===== config.mk =====
export PLATFORM = sky130hd
export DESIGN_NAME = icache_top
export DESIGN_NICKNAME = d
export VERILOG_FILES = /design/src/source/icache_pkg.sv /design/src/source/fetch_dispatch.sv /design/src/source/icache_bank.sv /design/src/source/refill_collect.sv /design/src/source/icache_top.sv
export SDC_FILE = /design/constraint.sdc
export NUM_CORES = 2
export LEC_CHECK = 0
export ABC_AREA = 1
export BUFFER_PORTS_ARGS = -buffer_cell sky130_fd_sc_hd__buf_2
export CORE_MARGIN = 3
export CORE_UTILIZATION = 59
export CTS_BUF_LIST = sky130_fd_sc_hd__clkbuf_8
export CTS_CLUSTER_SIZE = 16
export DETAILED_ROUTE_END_ITERATION = 10
export GPL_TIMING_DRIVEN = 0
export MAX_ROUTING_LAYER = met4
export PLACE_DENSITY = 0.78
export SLEW_MARGIN = 10
export SYNTH_ARGS = -nofsm -noshare
export SYNTH_HDL_FRONTEND = slang
export SYNTH_SLANG_ARGS = --single-unit

===== constraint.sdc =====
create_clock -name clk -period 6.4 [get_ports clk]
set_input_delay 1.28 -clock clk [delete_from_list [all_inputs] [get_ports clk]]
set_output_delay 1.28 -clock clk [all_outputs]
set_load 0.05 [all_outputs]

===== src/source/icache_pkg.sv =====
package icache_pkg;

    // Byte address and instruction word widths.
    localparam int ADDR_W   = 16;
    localparam int WORD_W   = 32;

    // Byte offset inside one 32-bit word.
    localparam int OFFSET_W = 2;

    // Fetch request from the CPU.
    typedef struct packed {
        logic [ADDR_W-1:0] addr;
    } fetch_req_t;

    // Fetch response to the CPU.
    typedef struct packed {
        logic [WORD_W-1:0] data;
    } fetch_rsp_t;

    // Refill request towards memory, word aligned.
    typedef struct packed {
        logic [ADDR_W-1:0] addr;
    } mem_req_t;

    // Bank controller states.
    typedef enum logic [1:0] {
        IDLE,
        COMPARE,
        ALLOCATE
    } bank_state_e;

endpackage


===== src/source/fetch_dispatch.sv =====
module fetch_dispatch #(
    parameter int NUM_BANKS = 4
) (
    input  logic                   clk,
    input  logic                   rst,
    input  logic                   flush,
    input  logic                   req_valid,
    input  icache_pkg::fetch_req_t req,
    output logic                   req_ready,
    input  logic [NUM_BANKS-1:0]   bank_busy,
    input  logic                   rsp_done,
    output logic [NUM_BANKS-1:0]   start,
    output icache_pkg::fetch_req_t bank_req
);
    import icache_pkg::*;

    localparam int SEL_W = $clog2(NUM_BANKS);

    logic             in_flight;
    logic             accept;
    logic [SEL_W-1:0] bank_sel;

    assign bank_sel = req.addr[OFFSET_W +: SEL_W];   // Bits just above byte offset.

    // Only one fetch in flight at a time.
    assign req_ready = !in_flight && !(|bank_busy) && !(|start) && !flush;
    assign accept    = req_valid && req_ready;

    always_ff @(posedge clk)
    begin
        if (rst)
        begin
            in_flight <= 1'b0;
            start     <= '0;
        end
        else
        begin
            start <= accept ? (NUM_BANKS'(1) << bank_sel) : '0;   // One-cycle pulse.
            if (accept)
                in_flight <= 1'b1;
            else if (rsp_done)
                in_flight <= 1'b0;
        end
    end

    // Held until the next accepted fetch.
    always_ff @(posedge clk)
    begin
        if (accept)
            bank_req <= req;
    end

endmodule


===== src/source/icache_bank.sv =====
module icache_bank #(
    parameter int NUM_BANKS     = 4,
    parameter int SETS_PER_BANK = 16
) (
    input  logic                          clk,
    input  logic                          rst,
    input  logic                          flush,
    input  logic                          start,
    input  icache_pkg::fetch_req_t        req,
    output logic                          busy,
    output logic                          rsp_valid,
    output icache_pkg::fetch_rsp_t        rsp,
    output logic                          mem_valid,
    output icache_pkg::mem_req_t          mem_req,
    input  logic                          mem_ready,
    input  logic [icache_pkg::WORD_W-1:0] mem_data
);
    import icache_pkg::*;

    localparam int SEL_W = $clog2(NUM_BANKS);
    localparam int IDX_W = $clog2(SETS_PER_BANK);
    localparam int TAG_W = ADDR_W - OFFSET_W - SEL_W - IDX_W;

    bank_state_e              state;
    bank_state_e              state_next;
    fetch_req_t               req_q;
    logic [SETS_PER_BANK-1:0] valid_q;
    logic [TAG_W-1:0]         tag_mem [SETS_PER_BANK];
    logic [WORD_W-1:0]        data_mem [SETS_PER_BANK];
    logic [IDX_W-1:0]         index;
    logic [TAG_W-1:0]         tag;
    logic                     hit;
    logic                     refill;

    // Address split: tag | index | bank select | byte offset.
    assign index = req_q.addr[OFFSET_W + SEL_W +: IDX_W];
    assign tag   = req_q.addr[ADDR_W-1 -: TAG_W];

    assign hit    = valid_q[index] && (tag_mem[index] == tag);
    assign refill = (state == ALLOCATE) && mem_ready;   // Memory word valid now.
    assign busy   = (state != IDLE);

    assign mem_req.addr = {req_q.addr[ADDR_W-1:OFFSET_W], {OFFSET_W{1'b0}}};

    always_comb
    begin
        state_next = state;
        case (state)
            IDLE:
            begin
                if (start)
                    state_next = COMPARE;
            end
            COMPARE:
            begin
                if (hit)
                    state_next = IDLE;
                else
                    state_next = ALLOCATE;
            end
            ALLOCATE:
            begin
                if (mem_ready)
                    state_next = COMPARE;   // Recheck, hits this time.
            end
            default: state_next = IDLE;
        endcase
    end

    always_ff @(posedge clk)
    begin
        if (rst)
            state <= IDLE;
        else
            state <= state_next;
    end

    always_ff @(posedge clk)
    begin
        if (state == IDLE && start)
            req_q <= req;
    end

    // Flush only takes effect between fetches.
    always_ff @(posedge clk)
    begin
        if (rst)
            valid_q <= '0;
        else if (flush && state == IDLE)
            valid_q <= '0;
        else if (refill)
            valid_q[index] <= 1'b1;
    end

    always_ff @(posedge clk)
    begin
        if (refill)
        begin
            tag_mem[index]  <= tag;
            data_mem[index] <= mem_data;
        end
    end

    always_ff @(posedge clk)
    begin
        if (rst)
            rsp_valid <= 1'b0;
        else
            rsp_valid <= (state == COMPARE) && hit;
    end

    always_ff @(posedge clk)
    begin
        if (state == COMPARE && hit)
            rsp.data <= data_mem[index];
    end

    // Raised the cycle after a missed compare, held until granted.
    always_ff @(posedge clk)
    begin
        if (rst)
            mem_valid <= 1'b0;
        else if (state == COMPARE && !hit)
            mem_valid <= 1'b1;
        else if (mem_ready)
            mem_valid <= 1'b0;
    end

endmodule


===== src/source/refill_collect.sv =====
module refill_collect #(
    parameter int NUM_BANKS = 4
) (
    input  logic                          clk,
    input  logic                          rst,
    input  logic [NUM_BANKS-1:0]          bank_mem_valid,
    input  icache_pkg::mem_req_t          bank_mem_req [NUM_BANKS],
    output logic [NUM_BANKS-1:0]          bank_mem_ready,
    input  logic [NUM_BANKS-1:0]          bank_rsp_valid,
    input  icache_pkg::fetch_rsp_t        bank_rsp [NUM_BANKS],
    output logic                          mem_req_valid,
    output logic [icache_pkg::ADDR_W-1:0] mem_req_addr,
    input  logic                          mem_req_ready,
    output logic                          rsp_valid,
    output icache_pkg::fetch_rsp_t        rsp,
    output logic                          rsp_done
);
    import icache_pkg::*;

    localparam int SEL_W = $clog2(NUM_BANKS);

    logic [SEL_W-1:0]  rr_ptr;
    logic [SEL_W-1:0]  grant_q;
    logic              lock;
    logic [SEL_W-1:0]  pick;
    logic [SEL_W-1:0]  cand;
    logic [SEL_W-1:0]  sel;
    logic [WORD_W-1:0] merged;

    // First requester at or after rr_ptr.
    always_comb
    begin
        pick = rr_ptr;
        cand = rr_ptr;
        for (int k = NUM_BANKS - 1; k >= 0; k--)
        begin
            cand = rr_ptr + SEL_W'(k);
            if (bank_mem_valid[cand])
                pick = cand;
        end
    end

    assign sel = lock ? grant_q : pick;   // Grant frozen mid-transfer.

    assign mem_req_valid = bank_mem_valid[sel];
    assign mem_req_addr  = bank_mem_req[sel].addr;

    always_comb
    begin
        bank_mem_ready      = '0;
        bank_mem_ready[sel] = mem_req_valid && mem_req_ready;
    end

    always_ff @(posedge clk)
    begin
        if (rst)
        begin
            lock    <= 1'b0;
            grant_q <= '0;
            rr_ptr  <= '0;
        end
        else if (mem_req_valid)
        begin
            if (mem_req_ready)
            begin
                lock   <= 1'b0;
                rr_ptr <= sel + 1'b1;   // Winner goes to the back.
            end
            else
            begin
                lock    <= 1'b1;
                grant_q <= sel;
            end
        end
    end

    // At most one bank answers in a cycle.
    always_comb
    begin
        merged = '0;
        for (int i = 0; i < NUM_BANKS; i++)
        begin
            if (bank_rsp_valid[i])
                merged = merged | bank_rsp[i].data;
        end
    end

    assign rsp_valid = |bank_rsp_valid;
    assign rsp.data  = merged;
    assign rsp_done  = rsp_valid;

endmodule


===== src/source/icache_top.sv =====
module icache_top #(
    parameter int NUM_BANKS     = 4,
    parameter int SETS_PER_BANK = 16
) (
    input  logic                          clk,
    input  logic                          rst,
    input  logic                          flush,
    input  logic                          req_valid,
    input  icache_pkg::fetch_req_t        req,
    output logic                          req_ready,
    output logic                          rsp_valid,
    output icache_pkg::fetch_rsp_t        rsp,
    output logic                          mem_req_valid,
    output logic [icache_pkg::ADDR_W-1:0] mem_req_addr,
    input  logic                          mem_req_ready,
    input  logic [icache_pkg::WORD_W-1:0] mem_req_data
);
    import icache_pkg::*;

    logic [NUM_BANKS-1:0] bank_busy;
    logic [NUM_BANKS-1:0] bank_start;
    logic [NUM_BANKS-1:0] bank_rsp_valid;
    logic [NUM_BANKS-1:0] bank_mem_valid;
    logic [NUM_BANKS-1:0] bank_mem_ready;
    fetch_req_t           bank_req;
    fetch_rsp_t           bank_rsp [NUM_BANKS];
    mem_req_t             bank_mem_req [NUM_BANKS];
    logic                 rsp_done;

    fetch_dispatch #(
        .NUM_BANKS (NUM_BANKS)
    ) u_fetch_dispatch (
        .clk       (clk),
        .rst       (rst),
        .flush     (flush),
        .req_valid (req_valid),
        .req       (req),
        .req_ready (req_ready),
        .bank_busy (bank_busy),
        .rsp_done  (rsp_done),
        .start     (bank_start),
        .bank_req  (bank_req)
    );

    for (genvar b = 0; b < NUM_BANKS; b++)
    begin : g_bank
        icache_bank #(
            .NUM_BANKS     (NUM_BANKS),
            .SETS_PER_BANK (SETS_PER_BANK)
        ) u_icache_bank (
            .clk       (clk),
            .rst       (rst),
            .flush     (flush),
            .start     (bank_start[b]),
            .req       (bank_req),
            .busy      (bank_busy[b]),
            .rsp_valid (bank_rsp_valid[b]),
            .rsp       (bank_rsp[b]),
            .mem_valid (bank_mem_valid[b]),
            .mem_req   (bank_mem_req[b]),
            .mem_ready (bank_mem_ready[b]),
            .mem_data  (mem_req_data)   // Shared refill data.
        );
    end

    refill_collect #(
        .NUM_BANKS (NUM_BANKS)
    ) u_refill_collect (
        .clk            (clk),
        .rst            (rst),
        .bank_mem_valid (bank_mem_valid),
        .bank_mem_req   (bank_mem_req),
        .bank_mem_ready (bank_mem_ready),
        .bank_rsp_valid (bank_rsp_valid),
        .bank_rsp       (bank_rsp),
        .mem_req_valid  (mem_req_valid),
        .mem_req_addr   (mem_req_addr),
        .mem_req_ready  (mem_req_ready),
        .rsp_valid      (rsp_valid),
        .rsp            (rsp),
        .rsp_done       (rsp_done)
    );

endmodule


==> After elaboration in Yosys (flattened, before gate mapping) <==
Memory sizes are Yosys's and may differ from the RTL's. A register that Yosys moved wholly into a read port is not among the register bits.
Index checks and enable logic that the tools add are counted.
{ "classes": {"n_addsub": 4, "magnitude_cmp": 15, "n_eq_ne": 20, "shifts": 1, "muxes": 79, "bitwise_logic": 11, "n_reduce_logical": 69} }
{ "ops": {"columns": ["operator", "count"], "rows": [
  ["32-bit two-way mux", 4],
  ["32-bit bitwise OR", 3],
  ["16-bit bitwise OR", 4],
  ["1-bit logical AND", 34],
  ["2-bit two-way mux", 17],
  ["1-bit two-way mux", 33],
  ["16-bit binary-select mux with 2-bit select", 1],
  ["8-bit equality test", 4],
  ["16-bit two-way mux", 2],
  ["2-bit case mux with 3 select lines", 4],
  ["4-bit by 5-bit less-than comparator with 1-bit output, second input constant", 4],
  ["2-bit nonzero test", 9],
  ["1-bit binary-select mux with 4-bit select", 4],
  ["1-bit demux with 4-bit select", 4],
  ["4-bit by 1-bit >= comparator with 1-bit output, second input constant", 4],
  ["4-bit two-way mux", 4],
  ["2-bit != test, second input constant", 8],
  ["2-bit by 3-bit less-than comparator with 1-bit output, second input constant", 5],
  ["2-bit AND reduction", 6],
  ["4-bit OR reduction", 3],
  ["1-bit binary-select mux with 2-bit select", 5],
  ["2-bit OR reduction", 5],
  ["2-bit by 1-bit equality test with 1-bit output, second input constant", 4],
  ["2-bit equality test, second input constant", 4],
  ["11 further kinds", 24]
]} }
{ "totals": {"reg_bits": 170, "mem_bits_rw": 2560, "in_bits": 53, "output_inout_bits": 51, "word_cells": 233, "memories": 8} }
{ "mem_list": {"columns": ["memory", "words", "word_bits", "rd", "rd_clocked_by_memory_dff", "write_ports", "line", "source"], "rows": [
  ["g_bank[0].u_icache_bank.data_mem", 16, 32, 1, 1, 1, "icache_bank.sv:29", "logic [WORD_W-1:0] data_mem [SETS_PER_BANK];"],
  ["g_bank[1].u_icache_bank.data_mem", 16, 32, 1, 1, 1, "icache_bank.sv:29", null],
  ["g_bank[2].u_icache_bank.data_mem", 16, 32, 1, 1, 1, "icache_bank.sv:29", null],
  ["g_bank[3].u_icache_bank.data_mem", 16, 32, 1, 1, 1, "icache_bank.sv:29", null],
  ["g_bank[0].u_icache_bank.tag_mem", 16, 8, 1, 1, 1, "icache_bank.sv:28", "logic [TAG_W-1:0] tag_mem [SETS_PER_BANK];"],
  ["g_bank[1].u_icache_bank.tag_mem", 16, 8, 1, 1, 1, "icache_bank.sv:28", null],
  ["+2 memories", null, null, null, null, null, null, null]
]} }

==> Logic depth before layout (Yosys ltp) <==
{ "logic_depth": {"ltp_word": 16, "depth_mapped": 20, "depth_no_buf": 19} }

==> Cells and area by module <==
A second synthesis with hierarchy kept.
{ "unflattened": {"cells_unflattened": 7291, "hier_area_um2": 108292.6} }
{ "by_module_without_submodules": {"columns": ["module", "n_inst", "cells_each", "area_each_um2", "seq_area_each_um2"], "rows": [
  ["icache_bank (g_bank[1].u_icache_bank ...)", 3, 1719, 26406.6, 21080.2],
  ["icache_bank (g_bank[0].u_icache_bank)", 1, 1735, 26608.0, 21080.2],
  ["refill_collect", 1, 357, 1780.5, 100.1],
  ["fetch_dispatch", 1, 42, 684.4, 580.6]
]} }

==> Least setup slack after synthesis <==
OpenSTA, ideal clock, no wires.
{ "synth_timing": {"path_kind": "input-to-reg", "start": "in mem_req_ready", "end": "mem g_bank[3].u_icache_bank.data_mem[13][0] (enable)", "setup_time_ns": 0.537, "arrival_ns": 5.651, "required_ns": 5.863, "setup_slack_ns": 0.212, "stages": 4, "path_buffers": 2, "path_cell_list": "buf_2 -> nand4_4 -> buf_2 -> nor4_1"} }
{ "synth_via": {"elab_chain_cells": 5} }
{ "synth_lines": {"columns": ["element", "line", "source"], "rows": [
  ["start: declaration", "icache_top.sv:15", "input logic mem_req_ready,"],
  ["1-bit logical AND", "refill_collect.sv:51", "bank_mem_ready[sel] = mem_req_valid && mem_req_ready;"],
  ["4-bit AND (no source line)", null, null],
  ["1-bit logical AND", "icache_bank.sv:40", "assign refill = (state == ALLOCATE) && mem_ready;"],
  ["1-bit two-way mux", "icache_bank.sv:97", "if (refill)"],
  ["1-bit two-way mux (not written as such)", "icache_bank.sv:100", "data_mem[index] <= mem_data;"],
  ["end: declaration", "icache_bank.sv:29", null]
]} }
Every way passes these cells.

==> Final worst setup path <==
{ "layout_timing": {"start": "reg u_refill_collect.rr_ptr[1]", "end": "out mem_req_addr[9] in the netlist's numbering"} }
{ "layout_via": {"elab_chain_cells": 12, "word_cells_on_any_way": 20, "classes_between": "add/sub: 3; mux: 16; bitwise: 1"} }
{ "layout_lines": {"columns": ["element", "line", "source"], "rows": [
  ["start: declaration", "refill_collect.sv:22", "logic [SEL_W-1:0] rr_ptr;"],
  ["start signal: assignment", "refill_collect.sv:67", "rr_ptr <= sel + 1'b1;"],
  ["2-bit adder", "refill_collect.sv:37", "cand = rr_ptr + SEL_W'(k);"],
  ["1-bit binary-select mux with 2-bit select", "refill_collect.sv:38", "if (bank_mem_valid[cand])"],
  ["1-bit two-way mux (not written as such)", "refill_collect.sv:38", null],
  ["2-bit two-way mux (3 in series)", "refill_collect.sv:38", null],
  ["2-bit two-way mux (*)", "refill_collect.sv:38", null],
  ["2-bit two-way mux (*)", "refill_collect.sv:43", "assign sel = lock ? grant_q : pick;"],
  ["2-bit inverter with 3-bit output (not written as such) (*)", "refill_collect.sv:46", "assign mem_req_addr = bank_mem_req[sel].addr;"],
  ["16-bit binary-select mux with 2-bit select (*)", "refill_collect.sv:46", null],
  ["16-bit two-way mux (not written as such) (*) (2 in series)", "refill_collect.sv:46", null],
  ["end: declaration", "icache_top.sv:14", "output logic [icache_pkg::ADDR_W-1:0] mem_req_addr,"]
]} }
Mark *: on every way between the ends. The rest lies on a longest branch, timed or not. The select of a mux whose other input is x is not followed.

==> metrics.txt <==
clock network latency to the later pin of the worst-skew pair 1.15 ns; CP max stage delay 0.97 ns; Netlist cell types 51; Power Dens Cells 301 nW/um^2; crit share post-route 0.924; Max FO, Critical Path 10; predominant post-synthesis flop cell edfxtp_1; row count 156; Internal 28100 uW; dpl hpwl 215 mm; Synth area leaders edfxtp_1 77%, a22oi_1 5.5%, nand3_1 2.6%, dfxtp_1 2.0%, o21ai_0 1.7%; Finished Layout Cells 10511; DR vias/cell 6.89; Final GP Congestion 1.12; proportion of layout cells with a drive suffix above 1 0.111; All-Layer GR Usage 0.363; port bufs 97; share of power burned in registers 0.558; Worst-path clk slew 0.07 ns; die area 188000 sq um; TNS Setup 0 ns; WHS 0.339 ns; # DRC 0; CTS tree built; highest clock rate 169 MHz; initial core utilization 0.596; initial antenna violation count 31; final WL 335 mm; RSZ-0062 raised after global routing no; largest net degree at the start of global routing 65; per-cell routed wire length 31.9 um; clock skew 0.0924 ns; core area 181000 sq um; outcome complete, no violations; number of nets in the layout 7844; Worst Hold Class input port to flip-flop; vias in the first global route 69474; crit-path cells inv_2 > nand2_1 > nand2_1 > nand2_1 > nand2_1 > nor2_1 > nand2_1 > nand2_1 > nand2_4 > inv_2 > nor2_1 > clkbuf_1 > a22oi_1 > o221ai_1 > buf_2; Area Growth Syn to Fin 13.2%; post-synth top area cell edfxtp_1; min-delay src req[10]; total leakage power 0.0391 uW; Mapped Cells 7122; Post-CTS Setup Inserts 0; total CTS buffers 438; global-route wire length before repair 474 mm; Critical Path End Type output pin; clock share of power 0.383; syn avg cell area 15.2 sq um; reg-to-reg critical path startpoint g_bank[1].u_icache_bank.req_q[4]; Reg area 84900 sq um; IO Pins 104; Vias 72425; Post-synth EDFFs 2758; Comb pwr share 0.059; Initial DRT Pass Iterations 10; relative slew slack 0.130; critical path class flip-flop to output pin; depth of the CTS H-tree 5; CTS root buffer clkbuf_8; Max VDD drop 0.299 mV; placed cells 9721; Synth top area share 0.766; Post-CTS Hold Buffers 0; Worst setup SP type flip-flop; async set-or-reset flop fraction in the synthesized netlist 0; multi-input logic area 20700 sq um; Synth Cell Area 108000 sq um; Crit path arrival time 4.63 ns; Slew @ Worst Pin 1.29 ns; Final ANT Viol Nets 0; Slowest-stage cell, CP a22oi_1; Placement Setup Slack 1.85 ns; Final Worst Setup Slack 0.488 ns; Psw 8790 uW; Die X 434 um; Max Buffers Root-to-Sink 4; final-layout fill cell count 11576; Max Cap Viol 0; CTS resizes 0; most frequent CP cell nand2_1; Syn. warnings 0; CP bufs+invs 4; register area share after synthesis 0.786; die height 434 um; final hold vios 0; DR iter-0 viols 13030; fin crit period 5.91 ns; CP startpoint u_refill_collect.rr_ptr[1]; Sw Share 0.238; Worst EP required 5.12 ns; Setup-failing EPs final 0; gr ovfl total 0; Seq cells post-synth 2864; family with the most delay on the worst path compound AO/OA/AOI/OAI gates; max-slew violations 0; Clock Sinks 2864
power groups by stage:
| stage | clock, uW | sequential [uW] | combinational (uW) |
|---|---|---|---|
| 2_1_floorplan | 0 | 20900 | 1190 |
| 3_3_place_gp | 0 | 21000 | 2060 |
| 3_5_place_dp | 0 | 21000 | 2110 |
| 4_1_cts | 14100 | 20600 | 2110 |
| 5_1_grt | 14900 | 20600 | 2230 |
| 6_report | 14100 | 20600 | 2170 |
worst paths after layout:
path	endpoint	slack (ns)	cells after the start
setup / recovery	mem_req_addr[9]	0.49	15
hold reg to reg	g_bank[3].u_icache_bank.valid_q[6]	0.46	2
hold / removal	u_fetch_dispatch.bank_req[10]	0.34	1
setup reg to reg	g_bank[1].u_icache_bank.rsp[6]	2.13	13
through the flow:
step                      area, sq um  utilization  total power [uW]
after detailed placement       114000        0.630             23100
after CTS                      122000        0.674             36800
after floorplan                108000            -             22100
after global placement         112000        0.615             23000
final                          122000        0.675             36900
after global routing           122000        0.675             37700
state kept, by name, summed over array words and instances, names as in the netlist, named ones only:
name	flops
g_bank.u_icache_bank.rsp_valid	4
g_bank.u_icache_bank.mem_valid	4
u_fetch_dispatch.in_flight	1
g_bank.u_icache_bank.valid_q	64
g_bank.u_icache_bank.state	8
u_fetch_dispatch.bank_req	14
u_refill_collect.lock	1
u_fetch_dispatch.start	4
g_bank.u_icache_bank.rsp	128
u_refill_collect.grant_q	2
g_bank.u_icache_bank.req_q	56
g_bank.u_icache_bank.tag_mem	512
u_refill_collect.rr_ptr	2
g_bank.u_icache_bank.data_mem	2048
cells in the final DEF, fill, tap and decap left out, types with 23 or more instances in the layout:
cell type / netlist / final
clkbuf_8: 0 / 447
dfxtp_1: 106 / 106
o221ai_1: 53 / 53
nor2_4: 2 / 23
buf_4: 5 / 51
a21oi_1: 345 / 345
buf_2: 15 / 84
nand2_1: 377 / 377
o22ai_1: 78 / 78
inv_1: 180 / 276
o21ai_0: 361 / 361
or4_1: 128 / 128
a31oi_1: 256 / 256
buf_16: 0 / 35
clkbuf_1: 438 / 438
nand4_1: 63 / 63
nand3_1: 570 / 570
diode_2: 0 / 26
buf_8: 1 / 35
clkinv_1: 9 / 123
inv_2: 14 / 39
nor2_1: 388 / 365
clkinv_2: 0 / 50
o211ai_1: 59 / 59
edfxtp_1: 2758 / 2758
buf_12: 0 / 39
a22oi_1: 785 / 785
synth_stat cells, drive strengths merged (2+ instances only):
cell type,number
edfxtp,2758
a22oi,785
nand3,572
clkbuf,438
nor2,394
nand2,388
o21ai,366
a21oi,345
a31oi,256
inv,196
or4,128
dfxtp,106
o22ai,78
nand4,75
o211ai,59
o221ai,53
buf,48
nor3,30
o21bai,10
clkinv,9
xor2,6
nor4,5
xnor2,3
and2,2
o2111ai,2
o211a,2
area by class of cell:
| cell class | count | area share |
|---|---|---|
| sequential | 2864 | 0.694 |
| multi-input combinational | 3568 | 0.170 |
| clock buffer | 447 | 0.0503 |
| timing repair buffer | 228 | 0.0245 |
| tap | 2370 | 0.0242 |
| buffer | 486 | 0.0156 |
| clock inverter | 317 | 0.0144 |
| inverter | 205 | 0.00633 |
| antenna | 26 | 0.000532 |
metal layers:
layer,vias to the layer above,share of wire,GRT usage
met5,-,0,-
met4,0,0.070,0.206
met3,1250,0.15,0.107
met2,6498,0.45,0.536
met1,35099,0.33,0.452
li1,29578,-,-
worst reg2reg max path: cells and delay by family, from the launching register on:
family	cells	cell delay (ns)
AND/OR/NAND/NOR	6	1.49
buffers and inverters	5	1.47
flip-flops	1	0.51
AO/OA/AOI/OAI	2	0.48
cells by family after synthesis:
family	synth area share
other	0.0000347
DFF	0.786
buffers and inverters	0.0248
AOI/OAI and AO/OA	0.116
and+or+nand+nor	0.0719
xor gates and xnor gates	0.000729
Note: power is estimated with default switching activity, not from simulation.
